<file path="src/rtl/simproc_config.svh">
`ifndef SIMPROC_CONFIG_SVH
`define SIMPROC_CONFIG_SVH

// Datapath word width
`define SIMPROC_DATA_WIDTH 8

// Memory address width and depth
`define SIMPROC_ADDR_WIDTH 8
`define SIMPROC_MEM_DEPTH  256

// General purpose registers
`define SIMPROC_NUM_REGS   4

`endif

</file>
<file path="src/rtl/simproc_pkg.sv">
`default_nettype none

`include "simproc_config.svh"

package simproc_pkg;

    // One data byte, also used for addresses and the PC
    typedef logic [`SIMPROC_DATA_WIDTH-1:0] word_t;

    typedef logic [$clog2(`SIMPROC_NUM_REGS)-1:0] reg_idx_t;

    // Instruction opcodes in the low nibble of the instruction
    // ORI and SHIFT only decode their low 3 bits
    typedef enum logic [3:0] {
        OP_LOAD  = 4'b0000,
        OP_JUMP  = 4'b0001,
        OP_STORE = 4'b0010,
        OP_SHIFT = 4'b0011,
        OP_ADD   = 4'b0100,
        OP_BPZ   = 4'b0101,
        OP_SUB   = 4'b0110,
        OP_ORI   = 4'b0111,
        OP_NAND  = 4'b1000,
        OP_BNZ   = 4'b1001,
        OP_BZ    = 4'b1010
    } opcode_t;

    typedef enum logic [2:0] {
        ALU_ADD  = 3'b000,
        ALU_SUB  = 3'b001,
        ALU_OR   = 3'b010,
        ALU_NAND = 3'b011,
        ALU_SHL  = 3'b100,
        ALU_SHR  = 3'b101
    } alu_op_t;

    typedef enum logic [2:0] {
        IDLE,
        CYCLE_1,
        CYCLE_2,
        CYCLE_3,
        CYCLE_4,
        CYCLE_5
    } core_state_t;

endpackage

`default_nettype wire

</file>
<file path="src/rtl/alu.sv">
`default_nettype none
`timescale 1ns/1ps

module alu (
    input  wire simproc_pkg::alu_op_t op,
    input  wire simproc_pkg::word_t   a,
    input  wire simproc_pkg::word_t   b,
    output simproc_pkg::word_t        result,
    output logic                      n,
    output logic                      z
);

    always_comb begin
        case (op)
            simproc_pkg::ALU_ADD:  result = a + b;
            simproc_pkg::ALU_SUB:  result = a - b;
            simproc_pkg::ALU_OR:   result = a | b;
            simproc_pkg::ALU_NAND: result = ~(a & b);
            // Shift amount is limited to 0..3
            simproc_pkg::ALU_SHL:  result = a << b[1:0];
            simproc_pkg::ALU_SHR:  result = a >> b[1:0];
            default:               result = '0;
        endcase
    end

    // Flags from the result
    always_comb begin
        n = result[$bits(result)-1];
        z = (result == '0);
    end

endmodule

`default_nettype wire

</file>
<file path="config.mk">
export PLATFORM = sky130hd
export DESIGN_NAME = alu
export DESIGN_NICKNAME = d
export VERILOG_FILES = /design/src/rtl/simproc_pkg.sv /design/src/rtl/alu.sv
export VERILOG_INCLUDE_DIRS = /design/src /design/src/rtl
export SDC_FILE = /design/constraint.sdc
export NUM_CORES = 1
export LEC_CHECK = 0
export BUFFER_PORTS_ARGS = -buffer_cell sky130_fd_sc_hd__buf_2
export CORE_MARGIN = 8
export CORE_UTILIZATION = 47
export DETAILED_ROUTE_END_ITERATION = 16
export PLACE_DENSITY = 0.81
export SLEW_MARGIN = 30
export SYNTH_ARGS = -nofsm -noshare
export SYNTH_HDL_FRONTEND = slang
export SYNTH_SLANG_ARGS = --single-unit
</file>
<file path="constraint.sdc">
create_clock -name vclk -period 3.5
set_input_delay 0 -clock vclk [all_inputs]
set_output_delay 0 -clock vclk [all_outputs]
set_load 0.01 [all_outputs]
</file>
; ---- Word-level counts from Yosys, hierarchy flattened
; Cells that the tools add are included.
; W data, S select, Z words.
[totals]
inputBits = 19
mem_count = 0
wordCells = 15
mem_bits_rw = 0
latchBits = 0
register_bits = 0
mem_bits_ro = 0
[classes]
n_reduce_logical = 2
eq_ne = 5
magnitude_cmp = 0
shift = 2
addsub = 2
n_mul = 0
n_div = 0
bitwise = 3
mux = 1
[op_table]
columns = cell, n
row1 = $pmux W8 S6, 1
row2 = $add A8 B8 Y8, 1
row3 = $and A8 B8 Y8, 1
row4 = $logic_not A8 Y1, 1
row5 = $not A8 Y8, 1
row6 = $or A8 B8 Y8, 1
row7 = $shl A8 B2 Y8, 1
row8 = $shr A8 B2 Y8, 1
row9 = $sub A8 B8 Y8, 1
row10 = $eq A3 B2 Y1 const B, 2
row11 = $eq A3 B3 Y1 const B, 2
row12 = $eq A3 B1 Y1 const B, 1
row13 = $logic_not A3 Y1, 1

; ---- Longest topological paths before layout
[logic_depth]
ltp_word = 4
depth_mapped = 14
mapped_depth_nobuf = 11

; ---- Least setup slack after synthesis
; No wires, ideal clock.
[synth_timing]
kind = input to output
startpoint = input port b[0]
endpoint = output port z
slack_ps = 492
arrival_time_ps = 3008
path_stages = 13
path_buffers = 3
required_time_ps = 3500
path_cell_list = buf_6 > buf_2 > buf_2 > inv_1 > ha_1 > mux2_2 > fa_1 > nand2b_1 > a21oi_1 > a2111oi_0 > a311o_1 > nor4_1 > nor4b_2
[synth_via]
elab_cells_between_ends = 9
[synth_lines]
columns = element, line
row1 = start: declaration, alu.sv:7  ; input wire simproc_pkg::word_t b,
row2 = "$sub A8 B8 Y8, or another cell as far along", alu.sv:16  ; simproc_pkg::ALU_SUB: result = a - b;
row3 = $pmux W8 S6 (*), alu.sv:14  ; case (op)
row4 = named net result[6], alu.sv:8  ; output simproc_pkg::word_t result,
row5 = $logic_not A8 Y1 (*), alu.sv:29  ; z = (result == '0);
row6 = end: declaration, alu.sv:10  ; output logic z
; Mark *: on every way through the listed nets, which the timed path passes. The rest lies on a longest branch.

; ---- Worst setup path in the final report
[layout_timing]
startpoint = input port b[1]
endpoint = output port z
[layout_via]
elab_chain_cells = 4
elab_cells_between_ends = 9
[layout_lines]
columns = element, line
row1 = "parallel branches: the longest is 2 deep, another holds $sub A8 B8 Y8", -
row2 = $pmux W8 S6 (*), alu.sv:14
row3 = $logic_not A8 Y1 (*), alu.sv:29
; Every way passes the cells marked *.

==> impl_metrics.py <==
metrics = {
    "hold_path": {
        "worstHoldStart": "op[2]",
        "hold_depth": 3,
        "min-delay-path-class": "input pin to primary output",
        "min_to": "result[0]",
    },
    "setup_path": {
        "startpoint": "b[1]",
        "critPathSlowestCell": "fa_1",
        "cp-start-kind": "input pin",
        "crit_path_end_kind": "primary output",
        "cp_num_cells": 12,
        "worstSetupPathType": "input pin to primary output",
        "arrival_ns": 2.93,
        "critPathMaxFanout": 10,
        "cp_slowest_stage_delay_ns": 0.43,
        "critPathBufInv": 3,
        "worstPathRequired_ns": 3.50,
        "path_cells": "buf_2 > inv_1 > ha_1 > mux2_2 > fa_1 > nand2b_1 > a21oi_1 > a2111oi_0 > a311o_1 > nor4_1 > nor4b_2 > buf_2",
        "cp_common_cell": "buf_2",
        "crit_family": "compound AO/OA/AOI/OAI gates",
    },
    "timing": {
        "slew_violations": 0,
        "fin_tns_setup_ns": 0,
        "max_slew_margin": 0.6160,
        "setup_viol": 0,
        "rsz0062_at_grt": "no",
        "holdWs_ns": 0.4853,
        "tightest_slew_ns": 0.5748,
        "fmax_mhz": 341.2,
        "period_share": 0.8375,
        "hold_violations": 0,
        "final.min_clock_period_ns": 2.931,
    },
    "power": {
        "power_leakage_uw": 0.0005813,
        "peakVddDrop_mv": 0.1200,
        "power_density_nw_per_um2": 172.5,
    },
    "layout": {
        "diodes": 0,
        "fillers": 263,
        "seq_cells": 0,
        "drive_above_1_share": 0.2205,
        "clock_buffers": 0,
        "multiInputGateArea_sq_um": 1136,
        "seq_area_sq_um": 0,
        "area_growth_pct": 11.61,
        "fin_nets": 228,
        "final_core_utilization": 0.5535,
    },
    "detailed_routing": {
        "drc_errors": 0,
        "antenna_left": 0,
        "vias": 1411,
        "routed_via_density": 6.271,
        "drtPass1Iterations": 5,
        "wl_mm": 3.613,
        "drt_first_iter_violations": 127,
        "post_drt_wl_per_cell_um": 16.06,
    },
    "placement": {
        "place.gp.congestion": 0.8871,
        "dp_hpwl_mm": 2.872,
        "portBuffers": 29,
    },
    "floorplan": {
        "start_util": 0.4960,
        "dieHeight_um": 67.13,
        "io_pins": 29,
        "rows": 18,
        "design.die.area_sq_um": 4506,
        "chipWidth_um": 67.13,
        "core_area_sq_um": 2477,
    },
    "synth": {
        "synth_cell_type_count": 46,
        "ys_top_cells_by_area": "ha_1 11%, xnor2_1 7.1%, a21oi_1 6.5%",
        "ys_warn_count": 0,
        "synth_cells": 175,
        "synth_top_cell_by_area": "ha_1",
        "syn-cell-area_sq_um": 1229,
        "synth_top_area_frac": 0.1120,
        "syn_nets": 206,
        "ys_seq_area_frac": 0,
        "syn_area_per_cell_sq_um": 7.021,
    },
    "run_status": {
        "status": "finished clean",
    },
    "grt": {
        "grt_max_degree": 25,
        "track_usage": 0.1635,
        "grt_pass1_vias": 1267,
        "grt_pass1_wl_mm": 6.092,
        "grt_overflow": 0,
        "antenna_found_initial": 0,
    },
    "clock_network": {
        "cts_resized": 0,
        "postCtsHoldBufs": 0,
        "post_cts_buffers": 0,
    },
    "flow_run": {
        "cap_violations": 0,
    },
}
cell families (layout without fill, tap and decap cells):
| logic type | after synthesis | in the layout | share of synthesized area |
|---|---|---|---|
| xor gates and xnor gates | 10 | 10 | 0.07128 |
| and+or+nand+nor | 69 | 69 | 0.2973 |
| AOI/OAI and AO/OA | 50 | 50 | 0.2587 |
| muxes | 15 | 15 | 0.1690 |
| adders and majority gates | 12 | 12 | 0.1283 |
| buffers and inverters | 19 | 39 | 0.07536 |
per-layer routing:
layer	vias up	share of wire	routed length (um)	global-route usage
met5	-	0	0	0
met2	53	0.47	1700	0.2688
met1	657	0.46	1645	0.2277
met4	0	0.011	38	0.02611
li1	695	-	-	-
met3	6	0.063	229	0.01656
report_power, final:
group | switching (uW) | leakage [uW] | internal [uW]
clock | 0 | 0 | 0
sequential | 0 | 0 | 0
combinational | 133 | 0.000581 | 103
synth_stat cells (2+ instances only):
cell type  number
nand3b_1        2
nand2_1        10
a211oi_1        2
mux4_2          3
o31ai_1         2
nand2b_1        7
ha_1           11
nor4_1          2
nand3_1         9
a21oi_1        16
xnor2_1        10
nor2b_1         4
nor3_1          7
mux2_2          3
mux2i_1         8
inv_1           6
a31oi_1         2
a21boi_0        3
clkbuf_1        3
o21ai_0        12
or3_1           5
buf_2           8
nor2_1         17
cell usage in the layout, fill, tap and decap left out, types with 2 or more instances in the layout:
cell and n:
a31oi_1 2, or3_1 5, nand3_1 9, mux2i_1 8, a21oi_1 16, o21ai_0 12
xnor2_1 10, nor2b_1 4, buf_4 4, nor3_1 7, buf_2 29, inv_1 6
nor2_1 17, nor4_1 2, ha_1 11, mux4_2 3, o31ai_1 2, nand2b_1 7
nand2_1 10, a21boi_0 3, a211oi_1 2, mux2_2 3, nand3b_1 2
worst max-delay path by stage:
stage / endpoint
4_1_cts: z
3_5_place_dp: z
5_1_grt: z
2_1_floorplan: z
3_3_place_gp: z
6_report: z
final cells by class:
| class | instances | share of cell area |
|---|---|---|
| multi-input combinational | 156 | 0.8285 |
| inverter | 6 | 0.01642 |
| tap | 30 | 0.02737 |
| timing repair buffer | 33 | 0.1277 |
metrics by stage:
stage / power, uW / cells / area (sq um) / worst slack (ns)
6_report: 236.5 / 225 / 1371 / 0.5689
5_1_grt: 265.1 / 225 / 1371 / 0.2888
4_1_cts: 235.0 / 225 / 1371 / 0.6375
3_5_place_dp: 233.9 / 225 / 1371 / 0.6661
3_3_place_gp: 230.6 / 225 / 1371 / 0.7064
2_1_floorplan: 169.1 / 175 / 1229 / 0.4918
No activity file was read; power rests on OpenSTA's default activity.
