===== src/rtl/simproc_config.svh =====
`ifndef SIMPROC_CONFIG_SVH
`define SIMPROC_CONFIG_SVH

// Datapath word width
`define SIMPROC_DATA_WIDTH 8

// Memory address width and depth
`define SIMPROC_ADDR_WIDTH 8
`define SIMPROC_MEM_DEPTH  256

// General purpose registers
`define SIMPROC_NUM_REGS   4

`endif


===== src/rtl/simproc_pkg.sv =====
`default_nettype none

`include "simproc_config.svh"

package simproc_pkg;

    // One data byte, also used for addresses and the PC
    typedef logic [`SIMPROC_DATA_WIDTH-1:0] word_t;

    typedef logic [$clog2(`SIMPROC_NUM_REGS)-1:0] reg_idx_t;

    // Instruction opcodes in the low nibble of the instruction
    // ORI and SHIFT only decode their low 3 bits
    typedef enum logic [3:0] {
        OP_LOAD  = 4'b0000,
        OP_JUMP  = 4'b0001,
        OP_STORE = 4'b0010,
        OP_SHIFT = 4'b0011,
        OP_ADD   = 4'b0100,
        OP_BPZ   = 4'b0101,
        OP_SUB   = 4'b0110,
        OP_ORI   = 4'b0111,
        OP_NAND  = 4'b1000,
        OP_BNZ   = 4'b1001,
        OP_BZ    = 4'b1010
    } opcode_t;

    typedef enum logic [2:0] {
        ALU_ADD  = 3'b000,
        ALU_SUB  = 3'b001,
        ALU_OR   = 3'b010,
        ALU_NAND = 3'b011,
        ALU_SHL  = 3'b100,
        ALU_SHR  = 3'b101
    } alu_op_t;

    typedef enum logic [2:0] {
        IDLE,
        CYCLE_1,
        CYCLE_2,
        CYCLE_3,
        CYCLE_4,
        CYCLE_5
    } core_state_t;

endpackage

`default_nettype wire


===== src/rtl/simproc_if.sv =====
`default_nettype none
`timescale 1ns/1ps

// Processor side of the shared memory
interface mem_port_if;
    simproc_pkg::word_t addr;
    simproc_pkg::word_t din;
    logic               we;
    simproc_pkg::word_t dout;

    modport core (
        output addr, din, we,
        input  dout
    );

    modport memory (
        input  addr, din, we,
        output dout
    );
endinterface


`default_nettype wire


===== src/rtl/dp_ram.sv =====
`default_nettype none
`timescale 1ns/1ps

`include "simproc_config.svh"

module dp_ram (
    input  wire logic                           clk,
    mem_port_if.memory                          mem,
    input  wire logic [`SIMPROC_ADDR_WIDTH-1:0] host_addr,
    input  wire logic [`SIMPROC_DATA_WIDTH-1:0] host_din,
    input  wire logic                           host_we,
    output logic      [`SIMPROC_DATA_WIDTH-1:0] host_dout
);

    logic [`SIMPROC_DATA_WIDTH-1:0] ram [`SIMPROC_MEM_DEPTH];

    // Port A is the processor, port B the host
    always_ff @(posedge clk) begin
        if (mem.we) begin
            ram[mem.addr] <= mem.din;
        end
        if (host_we) begin
            ram[host_addr] <= host_din;
        end
    end

    // Asynchronous reads on both ports
    always_comb begin
        mem.dout  = ram[mem.addr];
        host_dout = ram[host_addr];
    end

endmodule

`default_nettype wire


===== src/flat_wrapper.sv =====
// flat-port wrapper written by rule: the top's interface ports become plain ports
module dp_ram_flat 
  (clk, host_addr, host_din, host_we, host_dout, mem_addr, mem_din, mem_we, mem_dout);
  mem_port_if mem_i ();
  input  wire logic clk;
  input  wire logic [`SIMPROC_ADDR_WIDTH-1:0] host_addr;
  input  wire logic [`SIMPROC_DATA_WIDTH-1:0] host_din;
  input  wire logic host_we;
  output logic      [`SIMPROC_DATA_WIDTH-1:0] host_dout;
  input wire logic [$bits(mem_i.addr)-1:0] mem_addr;
  input wire logic [$bits(mem_i.din)-1:0] mem_din;
  input wire logic [$bits(mem_i.we)-1:0] mem_we;
  output wire logic [$bits(mem_i.dout)-1:0] mem_dout;
  assign mem_i.addr = mem_addr;
  assign mem_i.din = mem_din;
  assign mem_i.we = mem_we;
  assign mem_dout = mem_i.dout;
  dp_ram u_core (.clk(clk), .mem(mem_i), .host_addr(host_addr), .host_din(host_din), .host_we(host_we), .host_dout(host_dout));
endmodule

===== config.mk =====
export PLATFORM = sky130hd
export DESIGN_NAME = dp_ram_flat
export DESIGN_NICKNAME = d
export VERILOG_FILES = /design/src/rtl/simproc_pkg.sv /design/src/rtl/simproc_if.sv /design/src/rtl/dp_ram.sv /design/src/flat_wrapper.sv
export VERILOG_INCLUDE_DIRS = /design/src /design/src/rtl
export SDC_FILE = /design/constraint.sdc
export NUM_CORES = 2
export LEC_CHECK = 0
export BUFFER_PORTS_ARGS = -buffer_cell sky130_fd_sc_hd__clkbuf_2
export CORE_UTILIZATION = 42
export DETAILED_ROUTE_END_ITERATION = 6
export PLACE_DENSITY_LB_ADDON = 0.25
export REMOVE_ABC_BUFFERS = 1
export SLEW_MARGIN = 5
export SYNTH_ARGS = -nofsm -noshare
export SYNTH_HDL_FRONTEND = slang
export SYNTH_SLANG_ARGS = --single-unit
export TNS_END_PERCENT = 10

===== constraint.sdc =====
create_clock -name clk -period 3.1 [get_ports clk]
set_clock_uncertainty 0.1 [all_clocks]
set_input_delay 0 -clock clk [delete_from_list [all_inputs] [get_ports clk]]
set_output_delay 0 -clock clk [all_outputs]
set_load 0.05 [all_outputs]

== Word level (Yosys, flattened, before mapping) ==
Memories as Yosys holds them, arrays and structs flattened.
Index checks and enable logic that the tools add are counted.

* Mux-type cells: 4

{| class="wikitable"
|+ Operators by type and width
! cell !! number
|-
| two-way mux 1 bit || 4
|}

* Flip-flop bits (word level): 0
* Bits in writable memories: 2,048
* Input bits: 35
* Logic and storage cells: 5
* Memories kept: 1

{| class="wikitable"
|+ Memories
! memory !! depth !! bits a word !! read ports !! clocked after memory_dff !! write ports !! RTL line !! source
|-
| u_core.ram || 256 || 8 || 2 || 0 || 2 || dp_ram.sv:15 || <nowiki>logic [`SIMPROC_DATA_WIDTH-1:0] ram [`SIMPROC_MEM_DEPTH];</nowiki>
|}

== Logic depth before layout (Yosys ltp) ==
* Word-level depth: 2
* Mapped depth: 9
* Mapped depth without buffers: 5

== Worst setup path before layout ==
OpenSTA, ideal clock, no wires.

* Path type: input to output
* From: in host_addr[1]
* To: out host_dout[0]
* Data arrival time: 2.253 ns
* Data required time: 3.000 ns
* Setup slack: 0.747 ns
* Stages on the path: 8
* Path through: buf_2 clkbuf_1 buf_1 mux4_2 a22oi_1 a21oi_1 o41ai_1 nand4_1

* Word-level cells in the longest chain between the ends: 1

{| class="wikitable"
|+ Ends and longest elaborated chain
! item !! RTL line !! source
|-
| start, declared || flat_wrapper.sv:6 || <nowiki>input wire logic [`SIMPROC_ADDR_WIDTH-1:0] host_addr;</nowiki>
|-
| memory (256 x 8 bit) || - ||
|-
| end, declared || flat_wrapper.sv:9 || <nowiki>output logic [`SIMPROC_DATA_WIDTH-1:0] host_dout;</nowiki>
|}

Every way passes these cells.

==> metrics.cfg <==
[sta]
min_period_ns=4.13
rsz0062_at_grt=yes
fmaxAchievable_mhz=242
worst_pin_slew_ns=1.25
layout_setup_ws_ns=-1.03
maxSlewViolCount=0
finalCritPeriodShare_pct=133
hold_violations=0
timing.hold.ws_ns=0.0428
setup_viol=16
slew_headroom_pct=16.6

[drt]
vias=83200
drt-wirelength-per-cell_um=39.0
drtIter0Drc=12100
drt_first_pass_iters=6
drt_wl_total_um=466000
ant_nets=0
avgViaCountPerCell=6.96
route.detailed.drc=0

[finish]
drive_above_1_share_pct=59.0
fill_cells=23900
area_growth_pct=16.8
final_common_cell=edfxtp_1
nets=8031
largest_register_ffs=2048
largest_register=u_core.ram
largest_registers=u_core.ram: 2048 flops
mostFrequentLayoutCells=edfxtp_1 (2048), mux2_2 (2024), mux4_2 (1024)
design_area_um2=141000

[synth]
syn_inst=7569
async_flop_share_pct=0
ys.flop_type=edfxtp_1
yosysUniqueCellTypes=34
syn_area_um2=121000
ys_ff_latch=2048
synth_edf_count=2048
syn_avg_cell_area_um2=16.0
seq_area_frac_synth_pct=50.8
yosys_warnings=0

[floorplanning]
rows=196
die_y_um=539
initial_utilization_pct=42.4
dieWidth_um=539
design.core.area_um2=286000
die_area_um2=291000
io_pins=51

[worst_setup_path]
worst-path-stages=9
worstPathCellList=mux4_2 -> a22oi_2 -> buf_6 -> a21oi_4 -> o41ai_4 -> buf_4 -> nand4_1 -> buf_4 -> buf_12
path_common_cell=buf_4
worstSetupPathType=flip-flop to output pin
arrival_ns=4.03
worst-path-buf-inv=4
cp_slowest_cell=mux4_2
endpoint_kind=output pin
path_delay_family=buffers and inverters
crit_fanout=2
startpoint_type=flip-flop
cp_data_required_time_ns=3.00
slowest_delay_ns=0.54

[pwr]
p_per_area_nw_per_um2=472
p_int_mw=49.9
power.share.clock_pct=41.5
swShare_pct=25.3
peakVddDrop_v=0.000482
leakagePower_nw=45.2
pwr-share-comb_pct=12.7
seq_power_share_pct=45.9
switchingPower_mw=16.9

[cts]
clock_sinks=2048
tritoncts=built
clockRootBuffer=clkbuf_16
cts_buffer_depth=4
htree_levels=4
cts_buffers=233
clk_pin_slew_ns=0.06

[grt]
antenna_found_initial=29
grt_max_degree=98
grt.total_usage_pct=31.4
grt_pass1_vias=82600
grt_pass1_wl_um=650000
overflow=0

[outcome]
violations=setup timing
status=complete, but fails checks

[hold_path]
hp-class=input port to flip-flop
hold_path_depth=4

[placement]
place_hpwl_um=308000
dp_slack_ns=-1.19
routabilityCongestion=0.969
placed_area_um2=133000
port_buffers=50

[run]
maxCapViolCount=0

## layer usage
layer  track usage (%)  wire length (um)  vias to the layer above  part of all wire, %
li1                  -                 -                    32400                    -
met1              41.4            175000                    44000                   38
met5                 0               166                        -                0.036
met3              7.53             51200                     1103                   11
met4              15.5             26200                       26                  5.6
met2              48.6            214000                     5666                   46
## Yosys cell counts (all sizes together) (5+ instances only)
master / instances / area share, %
o41ai: 64 / 0.51
a22oi: 512 / 3.2
edfxtp: 2048 / 51
nand2b: 8 / 0.041
mux2: 2048 / 19
mux4: 1024 / 19
nand3: 13 / 0.054
o21ai: 96 / 0.40
nor2b: 16 / 0.083
nand2: 153 / 0.56
and2: 7 / 0.036
nand4: 16 / 0.083
nor3: 5 / 0.029
buf: 251 / 1.1
a21oi: 256 / 1.1
clkbuf: 697 / 2.2
o22ai: 160 / 0.83
nor2: 182 / 0.90
## worst min-delay path, cell delays in order
cell	delay, ns
clkbuf_2	0.26
or2_2	0.31
o21ai_0	0.13
buf_4	0.18
## layout make-up
type / instances / area, um^2 / area share [%]
clock inverter: 139 / 1350 / 0.955
antenna: 22 / 55.1 / 0.0389
multi-input combinational: 4573 / 56600 / 40.0
sequential: 2048 / 61500 / 43.5
clock buffer: 275 / 6010 / 4.25
tap: 3762 / 4710 / 3.33
timing repair buffer: 1140 / 11200 / 7.93
## worst paths after layout
path                end          startpoint  slack (ns)
max         mem_dout[5]  u_core.ram[175][5]       -1.03
min   u_core.ram[18][6]         mem_addr[2]        0.04
## kinds of logic (layout without fill, tap and decap cells)
group | count (synthesis) | count (layout) | synth area share, %
flops | 2048 | 2048 | 50.8
simple gates | 413 | 413 | 1.87
compound gates | 1088 | 1088 | 5.97
buf+inv | 948 | 1554 | 3.30
other cells | 0 | 22 | 0
mux | 3072 | 3072 | 38.1
## power groups by stage
stage               clock network, mW  registers (mW)  logic (mW)
floorplan                           0            31.2        3.54
global placement                    0            31.2        8.00
detailed placement                  0            31.2        8.08
CTS                              27.9            30.6        8.25
global route                     28.8            30.6        8.64
finish                           27.7            30.6        8.45
## per-stage QoR
| step | power, mW | cells | setup TNS [ns] | util [%] |
|---|---|---|---|---|
| floorplan | 34.7 | 6621 | -5525.93 | - |
| global placement | 39.2 | 11500 | -13.68 | 46.5 |
| detailed placement | 39.3 | 11500 | -12.73 | 46.5 |
| CTS | 66.8 | 11900 | -12.88 | 49.4 |
| global route | 68.1 | 11900 | -13.04 | 49.5 |
| finish | 66.8 | 12000 | -13.19 | 49.5 |
## repair_timing
action | in CTS | in global routing
buffers inserted | 1 | 0
hold buffers | 23 | 0
gates resized for setup | 110 | 24
pin swaps | 39 | 11
endpoints found under the hold margin | 976 | 0
endpoints found under the setup margin | 16 | 16
(Power assumes the default switching activity.)
