<file path="config.mk">
export PLATFORM = sky130hd
export DESIGN_NAME = register_file_flat
export DESIGN_NICKNAME = d
export VERILOG_FILES = /design/src/rtl/simproc_pkg.sv /design/src/rtl/simproc_if.sv /design/src/rtl/register_file.sv /design/src/flat_wrapper.sv
export VERILOG_INCLUDE_DIRS = /design/src /design/src/rtl
export SDC_FILE = /design/constraint.sdc
export NUM_CORES = 1
export LEC_CHECK = 0
export BUFFER_PORTS_ARGS = -buffer_cell sky130_fd_sc_hd__buf_2
export CORE_MARGIN = 4
export CORE_UTILIZATION = 34
export DETAILED_ROUTE_END_ITERATION = 7
export PLACE_DENSITY_LB_ADDON = 0.05
export SYNTH_ARGS = -nofsm -noshare
export SYNTH_HDL_FRONTEND = slang
export SYNTH_SLANG_ARGS = --single-unit
</file>
<file path="constraint.sdc">
create_clock -name clk -period 3.7 [get_ports clk]
set_clock_uncertainty 0.2 [all_clocks]
set_input_delay 0.37 -clock clk [delete_from_list [all_inputs] [get_ports clk]]
set_output_delay 0.37 -clock clk [all_outputs]
set_load 0.02 [all_outputs]
</file>
<file path="src/rtl/simproc_config.svh">
`ifndef SIMPROC_CONFIG_SVH
`define SIMPROC_CONFIG_SVH

// Datapath word width
`define SIMPROC_DATA_WIDTH 8

// Memory address width and depth
`define SIMPROC_ADDR_WIDTH 8
`define SIMPROC_MEM_DEPTH  256

// General purpose registers
`define SIMPROC_NUM_REGS   4

`endif

</file>
<file path="src/rtl/simproc_pkg.sv">
`default_nettype none

`include "simproc_config.svh"

package simproc_pkg;

    // One data byte, also used for addresses and the PC
    typedef logic [`SIMPROC_DATA_WIDTH-1:0] word_t;

    typedef logic [$clog2(`SIMPROC_NUM_REGS)-1:0] reg_idx_t;

    // Instruction opcodes in the low nibble of the instruction
    // ORI and SHIFT only decode their low 3 bits
    typedef enum logic [3:0] {
        OP_LOAD  = 4'b0000,
        OP_JUMP  = 4'b0001,
        OP_STORE = 4'b0010,
        OP_SHIFT = 4'b0011,
        OP_ADD   = 4'b0100,
        OP_BPZ   = 4'b0101,
        OP_SUB   = 4'b0110,
        OP_ORI   = 4'b0111,
        OP_NAND  = 4'b1000,
        OP_BNZ   = 4'b1001,
        OP_BZ    = 4'b1010
    } opcode_t;

    typedef enum logic [2:0] {
        ALU_ADD  = 3'b000,
        ALU_SUB  = 3'b001,
        ALU_OR   = 3'b010,
        ALU_NAND = 3'b011,
        ALU_SHL  = 3'b100,
        ALU_SHR  = 3'b101
    } alu_op_t;

    typedef enum logic [2:0] {
        IDLE,
        CYCLE_1,
        CYCLE_2,
        CYCLE_3,
        CYCLE_4,
        CYCLE_5
    } core_state_t;

endpackage

`default_nettype wire

</file>
<file path="src/rtl/simproc_if.sv">
`default_nettype none


// Two read ports and one write port of the register file
interface rf_port_if;
    simproc_pkg::reg_idx_t idx_a;
    simproc_pkg::reg_idx_t idx_b;
    simproc_pkg::reg_idx_t idx_w;
    simproc_pkg::word_t    wdata;
    logic                  we;
    simproc_pkg::word_t    rdata_a;
    simproc_pkg::word_t    rdata_b;

    modport core (
        output idx_a, idx_b, idx_w, wdata, we,
        input  rdata_a, rdata_b
    );

    modport regfile (
        input  idx_a, idx_b, idx_w, wdata, we,
        output rdata_a, rdata_b
    );
endinterface

`default_nettype wire

</file>
<file path="src/rtl/register_file.sv">
`default_nettype none
`timescale 1ns/1ps

`include "simproc_config.svh"

module register_file (
    input  wire logic  clk,
    input  wire logic  rst,
    rf_port_if.regfile rf
);

    simproc_pkg::word_t regs [`SIMPROC_NUM_REGS];

    always_ff @(posedge clk) begin
        if (rst) begin
            for (int i = 0; i < `SIMPROC_NUM_REGS; i++) begin
                regs[i] <= '0;
            end
        end
        else if (rf.we) begin
            regs[rf.idx_w] <= rf.wdata;
        end
    end

    // Read ports see the old value during a write cycle
    always_comb begin
        rf.rdata_a = regs[rf.idx_a];
        rf.rdata_b = regs[rf.idx_b];
    end

endmodule

`default_nettype wire

</file>
<file path="src/flat_wrapper.sv">
// flat-port wrapper written by rule: the top's interface ports become plain ports
module register_file_flat 
  (clk, rst, rf_idx_a, rf_idx_b, rf_idx_w, rf_wdata, rf_we, rf_rdata_a, rf_rdata_b);
  rf_port_if rf_i ();
  input  wire logic clk;
  input  wire logic rst;
  input wire logic [$bits(rf_i.idx_a)-1:0] rf_idx_a;
  input wire logic [$bits(rf_i.idx_b)-1:0] rf_idx_b;
  input wire logic [$bits(rf_i.idx_w)-1:0] rf_idx_w;
  input wire logic [$bits(rf_i.wdata)-1:0] rf_wdata;
  input wire logic [$bits(rf_i.we)-1:0] rf_we;
  output wire logic [$bits(rf_i.rdata_a)-1:0] rf_rdata_a;
  output wire logic [$bits(rf_i.rdata_b)-1:0] rf_rdata_b;
  assign rf_i.idx_a = rf_idx_a;
  assign rf_i.idx_b = rf_idx_b;
  assign rf_i.idx_w = rf_idx_w;
  assign rf_i.wdata = rf_wdata;
  assign rf_i.we = rf_we;
  assign rf_rdata_a = rf_i.rdata_a;
  assign rf_rdata_b = rf_i.rdata_b;
  register_file u_core (.clk(clk), .rst(rst), .rf(rf_i));
endmodule
</file>
### After elaboration in Yosys (flattened, before gate mapping)

Memories as Yosys holds them, arrays and structs flattened.
Cells that the tools add are included.

* bits of input ports: 17
* bits in writable memories: 32
* output and inout bits: 16
* memories kept: 1
* word-level logic and storage cells: 10
* register bits: 0

Memory list
* u_core.regs: depth 4, width 8, rd ports 2, clocked after Yosys merged registers in 0, wr ports 4, RTL line register_file.sv:12 `` simproc_pkg::word_t regs [`SIMPROC_NUM_REGS]; ``

* multiplexer cells: 8
* reductions and logical operators: 1

Operators with widths (number)
* $mux 8: 1
* $reduce_or 8->1: 1
* $mux 1: 6
* $mux 2: 1

### Logic depth before layout (Yosys ltp)

Gate-level depths: netlist of run 1.

* word-level depth: 5
* mapped depth: 2
* mapped depth without buffers: 2

### Worst setup path after synthesis of run 1

OpenSTA, ideal clock, no wires.

* kind: input to output
* start point: input port rf_idx_a[0]
* end point: output port rf_rdata_a[0]
* path slack: 2.055 ns
* required time: 3.130 ns
* buffers on the path: 1
* cell stages on the path: 2
* arrival: 1.075 ns
* path through: buf_6 mux4_2

* longest elaborated chain between the ends: 1

Ends and longest elaborated chain
* start, declared: RTL line flat_wrapper.sv:7 `input wire logic [$bits(rf_i.idx_a)-1:0] rf_idx_a;`
* $mem_v2 4x8
* end, declared: RTL line flat_wrapper.sv:12 `output wire logic [$bits(rf_i.rdata_a)-1:0] rf_rdata_a;`

Every way passes these cells.

### Worst setup path in the final report of run 1

* start point: input port rf_idx_b[0]
* end point: output port rf_rdata_b[7]

* longest elaborated chain between the ends: 1

Ends and longest elaborated chain
* start, declared: RTL line flat_wrapper.sv:8 `input wire logic [$bits(rf_i.idx_b)-1:0] rf_idx_b;`
* $mem_v2 4x8
* end, declared: RTL line flat_wrapper.sv:13 `output wire logic [$bits(rf_i.rdata_b)-1:0] rf_rdata_b;`

Every way passes these cells.

==> results of run 1 <==
[critical path, cell delays in order]
cell and delay [ns]:
buf_2 0.27, mux4_2 0.55, buf_2 0.17
[cell usage after synthesis, drive strengths merged]
master / count / area, um^2
a31o: 2 / 17.5
and2: 32 / 210
and2b: 1 / 8.76
and4bb: 2 / 32.5
buf: 2 / 22.5
clkbuf: 2 / 10.0
edfxtp: 32 / 961
inv: 1 / 3.75
mux4: 16 / 360
nand2b: 1 / 6.26
nor4b: 1 / 23.8
o21bai: 2 / 15.0
[final cells by class]
cell class              instances  share of cell area (%)
flip-flops and latches         32                    48.3
repair buffers                 32                    8.05
inverters                       1                   0.189
clock inverters                 2                    1.76
clock buffers                   6                    3.65
multi-input cells              57                    33.9
well taps                      67                    4.21
[stage by stage]
stage	cell area, um^2	hold slack, ns	power [mW]
after floorplan	1670	0.368	0.540
after global placement	1880	0.487	0.590
after detailed placement	1880	0.492	0.592
after CTS	1990	0.193	0.922
after global routing	1990	0.208	0.948
final	1990	0.199	0.909
[routing by layer]
metal	vias to the layer above	part of all wire [%]
met5	-	0
met4	0	1.5
met3	5	6.3
met2	32	50
met1	489	43
li1	442	-
[path summary, 6_finish.rpt]
path,from,slack [ns],end,cells past startpoint
max,rf_idx_b[0],1.76,rf_rdata_b[7],3
min,rf_wdata[5],0.20,u_core.regs[1][5],2
[cell families (layout without fill, tap and decap cells)]
family          count (synthesis)  after routing  share of synthesized area, %
mux                            16             16                          21.6
compound gates                  4              4                          1.95
simple gates                   37             37                          16.8
flops                          32             32                          57.5
buf+inv                         5             41                          2.17
[power groups by stage]
stage / registers, mW / clock network [mW] / logic (mW)
2_1_floorplan: 0.444 / 0 / 0.0966
3_3_place_gp: 0.449 / 0 / 0.141
3_5_place_dp: 0.450 / 0 / 0.142
4_1_cts: 0.443 / 0.337 / 0.142
5_1_grt: 0.446 / 0.353 / 0.150
6_report: 0.443 / 0.327 / 0.139
==> run metrics, run 1 <==
status=finished, final reports clean; Die Y=78.1 um; fin util=41.9%; CTS resizes=0; nature of the critical path startpoint=input port; global-route wire length before repair=5.72 mm; FF/Latch Area=961 um^2; Setup Crit Path Kind=input port to output port; fin nets=146; largest net degree at the start of global routing=11; Critical Path AT=1.37 ns; CTS tree=yes; combinational power share=15.3%; Hold Path Class=input port to flip-flop; GR Overflow Total=0; Net Sw Frac=23.8%; antenna viol nets, final=0; Flop pwr share=48.7%; routed vias/inst=4.91; Num CTS Buffers=5; Post-CTS Setup Bufs=0; clock-pin slew on the worst setup and hold paths=0.07 ns; RSZ-0062 raised after global routing=no; Die ar.=0.00610 mm^2; WL/cell=18.1 um; CP required=3.13 ns; CP max FO=8; Layout Cells excl Fill=197; Rows=25; vias in the first global route=1024; io pins=33; Pleak=0.742 nW; Biggest register=u_core.regs; Clock Sinks=32; dpl hpwl=2.55 mm; Multi-input gate area=674 um^2; gr busiest metal=met2; Mapped Area=0.00167 mm^2; Final Hold Viols=0; synthesized net count=111; initial drt markers=50; maximum clock path buffer count=2; Setup Slack @ Placement=1.70 ns; Fillers=464; Placeable Area=0.00475 mm^2; area delta synth->final=19.1%; Worst-Margin Slew=0.842 ns; post-synthesis register bit count=32; H-tree Lvls=2; Slew HR=43.8%; WL final=3.56 mm; drt first pass iters=4; biggest regs=u_core.regs (32); CP Capture Type=output port; met3 Track Usage GR=4.70%; Slew Viols, Final=0; most frequent cells in the layout=32 x buf_2, 32 x edfxtp_1, 24 x and2_1, 16 x mux4_2, 8 x and2_2; final worst path period share=52.4%; DP Cell Count=189; DR DRC count=0; Synth Instances=94; final setup TNS=0 ns; setup violators final=0; GRT Util Overall=12.8%; initial core utilization=35.2%; worst vdd ir=0.000197 V; vias=968; net switching power=0.217 mW; max cap viols=0; max FFs per register=32; proportion of layout cells with a drive suffix above 1=53.1%; library cells used by synthesis=13; register area share after synthesis=57.5%; port bufs=32; fmax=516 MHz; met2 Use GR=20.5%; Yosys warnings=0; Final min period=1.94 ns; met1 usage=15.9%; Syn Area/Cell=17.8 um^2; clock network power share=36.0%; initial antenna violation count=0; Power Internal=0.692 mW; ant diodes=0; CTS Root Cell=clkbuf_8; PwrDens=456 mW/mm^2; cts hold-fix bufs=0; RePlAce Congestion=0.664; final setup margin=1.76 ns; Die Wd=78.1 um
No activity file was read; power rests on OpenSTA's default activity.
==> inputs of run 2 (changes only) <==
clock period = 1.7 ns   (was 3.7 ns; I/O delays follow)
==> run metrics, run 2 (same netlist as run 1, synthesis figures left out) <==
status=complete, but fails checks; cell depth of the worst setup path=2; maximum clock path buffer count=2; Power Internal=1.39 mW; PwrDens=884 mW/mm^2; ant diodes=0; Flop pwr share=52.3%; port bufs=32; Final min period=1.71 ns; nature of the critical path startpoint=flip-flop; RSZ-0062 raised after global routing=yes; DP Cell Count=191; most frequent cells in the layout=32 x edfxtp_1, 24 x and2_1, 17 x buf_2, 16 x mux4_2, 15 x buf_6; initial drt markers=43; setup violators final=1; Pleak=0.770 nW; most common cell after layout, fill and taps aside=edfxtp_1; placed instance area=0.00190 mm^2; fin nets=150; Die ar.=0.00610 mm^2; Slew HR=65.5%; final setup margin=-0.00626 ns; overall power of the completed layout=1.84 mW; crit path to=rf_rdata_a[4]; global-route wire length before repair=5.63 mm; Slew Viols, Final=0; CP cell instances=mux4_2 -> buf_6; clock-pin slew on the worst setup and hold paths=0.06 ns; Setup Crit Path Kind=flip-flop to output port; WL/cell=18.3 um; max FFs per register=32; drt first pass iters=4; crit path from=u_core.regs[3][4]; Post-CTS Setup Bufs=0; Die Wd=78.1 um; GRT Util Overall=12.8%; io pins=33; CP top delay family=multiplexers; net switching power=0.446 mW; Biggest register=u_core.regs; antenna viol nets, final=0; initial core utilization=35.2%; vias in the first global route=1033; final worst path period share=100%; Final Hold Viols=0; proportion of layout cells with a drive suffix above 1=52.7%; Worst-Margin Slew=0.515 ns; largest net degree at the start of global routing=9; post-route cell area=0.00208 mm^2; CTS tree=yes; dpl hpwl=2.57 mm; fin util=43.8%; Net Sw Frac=24.2%; area delta synth->final=24.5%; vias=975; routed vias/inst=4.92; CP required=1.33 ns; Die Y=78.1 um; H-tree Lvls=2; WP buf/inv=1; fmax=586 MHz; GR Overflow Total=0; initial antenna violation count=0; slowest stage delay, CP=0.50 ns; Rows=25; worst vdd ir=0.000403 V; clock network power share=27.4%; WL final=3.62 mm; biggest regs=u_core.regs (32); CP Capture Type=output port; Critical Path AT=1.34 ns; Placeable Area=0.00475 mm^2; Cells on Worst Hold Path=2; Hold Path Class=input port to flip-flop; Layout Cells excl Fill=198; max cap viols=0; failing checks=negative setup slack; Clock Sinks=32; CP max FO=2; combinational power share=20.3%; CP max-delay cell=mux4_2; CTS Root Cell=clkbuf_8; Num CTS Buffers=5; DR DRC count=0; RePlAce Congestion=0.660
## run 2: cell types whose count changed in the layout (fill, tap and decap cells not counted)
cell and delta:
dlygate4sd3_1 +2, clkinv_2 -1, buf_4 +2, buf_2 -15, buf_6 +15, bufinv_16 -1, clkbuf_1 -1
## run 2: stage by stage
| step | hold slack [ns] | TNS (ns) | worst slack (ns) |
|---|---|---|---|
| CTS | 0.00121 | -0.0359 | -0.0268 |
| global placement | 0.285 | 0 | 0.153 |
| global route | 0.0150 | -0.241 | -0.0412 |
| detailed placement | 0.287 | 0 | 0.110 |
| floorplan | 0.168 | 0 | 0.379 |
| finish | 0.0124 | -0.00626 | -0.00626 |
## run 2: how the worst min path moves through the flow
stage                         to        start
4_1_cts        u_core.regs[3][6]  rf_wdata[6]
5_1_grt        u_core.regs[3][4]  rf_wdata[4]
3_3_place_gp   u_core.regs[2][5]  rf_wdata[5]
2_1_floorplan  u_core.regs[1][0]  rf_wdata[0]
3_5_place_dp   u_core.regs[1][0]  rf_wdata[0]
6_report       u_core.regs[3][6]  rf_wdata[6]
## run 2: final cells by class
type                    count  area (um^2)
multi-input cells          57          674
clock buffers               5         68.8
repair buffers             36          289
well taps                  67         83.8
flip-flops and latches     32          961
inverters                   1         3.75
fillers                   441         2670
## run 2: power by group through the flow
stage                     Clock [mW]  Sequential (mW)  Combinational, mW
after floorplan                    0            0.966              0.210
after global placement             0            0.975              0.310
after detailed placement           0            0.980              0.313
after CTS                      0.518            0.964              0.331
after global routing           0.552            0.969              0.400
final                          0.504            0.963              0.374
## run 2: metal layers
| layer | up-vias | share of wire (%) | track usage [%] |
|---|---|---|---|
| met2 | 28 | 53 | 22.0 |
| met4 | 0 | 1.4 | 4.55 |
| met1 | 496 | 41 | 15.0 |
| met5 | - | 0 | 0 |
| li1 | 445 | - | - |
| met3 | 6 | 5.3 | 4.24 |
## run 2: what timing repair did
action | in CTS | in global routing
hold endpoints to repair | 5 | 0
setup endpoints to repair | 3 | 16
resized for setup | 6 | 24
hold buffers | 2 | 0
==> inputs of run 3 (changes only) <==
clock period = 1.6 ns   (was 1.7 ns; I/O delays follow)
==> run metrics, run 3 (same netlist as run 1, synthesis figures left out) <==
DP Cell Count=194; Setup Slack @ Placement=0.147 ns; Rows=25; Setup Crit Path Kind=flip-flop to output port; Slew Viols, Final=0; largest net degree at the start of global routing=10; WL/cell=17.1 um; Cells on Worst Hold Path=2; fin nets=157; CP Capture Type=output port; port bufs=32; Pleak=0.816 nW; final setup margin=-0.0809 ns; initial drt markers=68; GRT Util Overall=13.2%; max FFs per register=32; Fillers=451; Biggest register=u_core.regs; CP cell instances=mux4_2 -> buf_6; RSZ-0062 raised after global routing=yes; final setup TNS=-0.964 ns; antenna viol nets, final=0; fin util=46.0%; slowest stage delay, CP=0.49 ns; Num CTS Buffers=5; H-tree Lvls=2; CTS Root Cell=clkbuf_8; Slew HR=81.8%; Die ar.=0.00610 mm^2; status=complete, but fails checks; vias in the first global route=1068; ant diodes=0; routed vias/inst=4.75; DR DRC count=0; Hold Path Class=input port to flip-flop; proportion of layout cells with a drive suffix above 1=51.1%; most common cell after layout, fill and taps aside=edfxtp_1; WL final=3.56 mm; final worst path period share=105%; clock-pin slew on the worst setup and hold paths=0.06 ns; CP max FO=2; Worst-Margin Slew=0.273 ns; max cap viols=0; CTS tree=yes; CP required=1.24 ns; global-route wire length before repair=5.78 mm; PwrDens=923 mW/mm^2; Multi-input gate area=674 um^2; overall power of the completed layout=2.02 mW; biggest regs=u_core.regs (32); worst vdd ir=0.000448 V; fmax=595 MHz; initial antenna violation count=0; Die Y=78.1 um; RePlAce Congestion=0.655; Die Wd=78.1 um; Placeable Area=0.00475 mm^2; drt first pass iters=4; Layout Cells excl Fill=208; Clock Sinks=32; vias=988; Final min period=1.68 ns; FF/Latch Area=961 um^2; Critical Path AT=1.32 ns; most frequent cells in the layout=32 x edfxtp_1, 24 x and2_1, 16 x mux4_2, 16 x buf_2, 16 x buf_6; area delta synth->final=30.8%; io pins=33; GR Overflow Total=0; failing checks=negative setup slack; CP max-delay cell=mux4_2; maximum clock path buffer count=2; nature of the critical path startpoint=flip-flop; initial core utilization=35.2%; dpl hpwl=2.51 mm; setup violators final=16; Final Hold Viols=0
[run 3: cell types whose count changed in the layout (fill, tap and decap cells not counted)]
cell           delta
buf_6             +1
clkinv_1          +1
buf_2             -1
buf_4             +1
dlygate4sd3_1     +4
clkbuf_1          +2
buf_12            +2
[run 3: worst max-delay path: cells and delay by family (launching register included)]
kind | cells | cell delay [ns]
mux | 1 | 0.49
buf+inv | 1 | 0.15
flops | 1 | 0.40
[run 3: stage by stage]
step	hold WS, ns	cell area, um^2
2_1_floorplan	0.158	1670
3_3_place_gp	0.270	1950
3_5_place_dp	0.279	1950
4_1_cts	0.000859	2190
5_1_grt	0.00558	2190
6_report	0.00704	2190
[run 3: cell type report]
type | count | share of cell area, %
inverters | 1 | 0.172
well taps | 67 | 3.84
multi-input cells | 57 | 30.9
clock inverters | 1 | 0.172
flip-flops and latches | 32 | 44.0
clock buffers | 7 | 3.49
repair buffers | 43 | 17.5
[run 3: routing by layer]
metal / vias to the layer above / share of wire [%] / global-route usage [%]
li1: 465 / - / -
met1: 486 / 39 / 15.0
met2: 31 / 54 / 22.9
met3: 6 / 5.7 / 4.24
met4: 0 / 1.6 / 5.24
met5: - / 0 / 0
[run 3: worst paths after layout]
kind / from / end / slack, ns
worst max-delay path: u_core.regs[2][4] / rf_rdata_b[4] / -0.08
worst min-delay path: rf_wdata[6] / u_core.regs[1][6] / 0.007
[run 3: where the power goes]
group / leakage [nW] / internal, mW / switching [mW] / total, mW
sequential: 0.315 / 0.992 / 0.0292 / 1.02
clock: 0.0399 / 0.302 / 0.270 / 0.572
combinational: 0.462 / 0.231 / 0.193 / 0.424
total: 0.816 / 1.53 / 0.492 / 2.02
[run 3: repair_timing]
action,4_1_cts,5_1_grt
hold buffers,6,0
cloned,0,0
hold endpoints to repair,21,0
resized for setup,32,0
endpoints found under the setup margin,16,16
buffers inserted,0,0
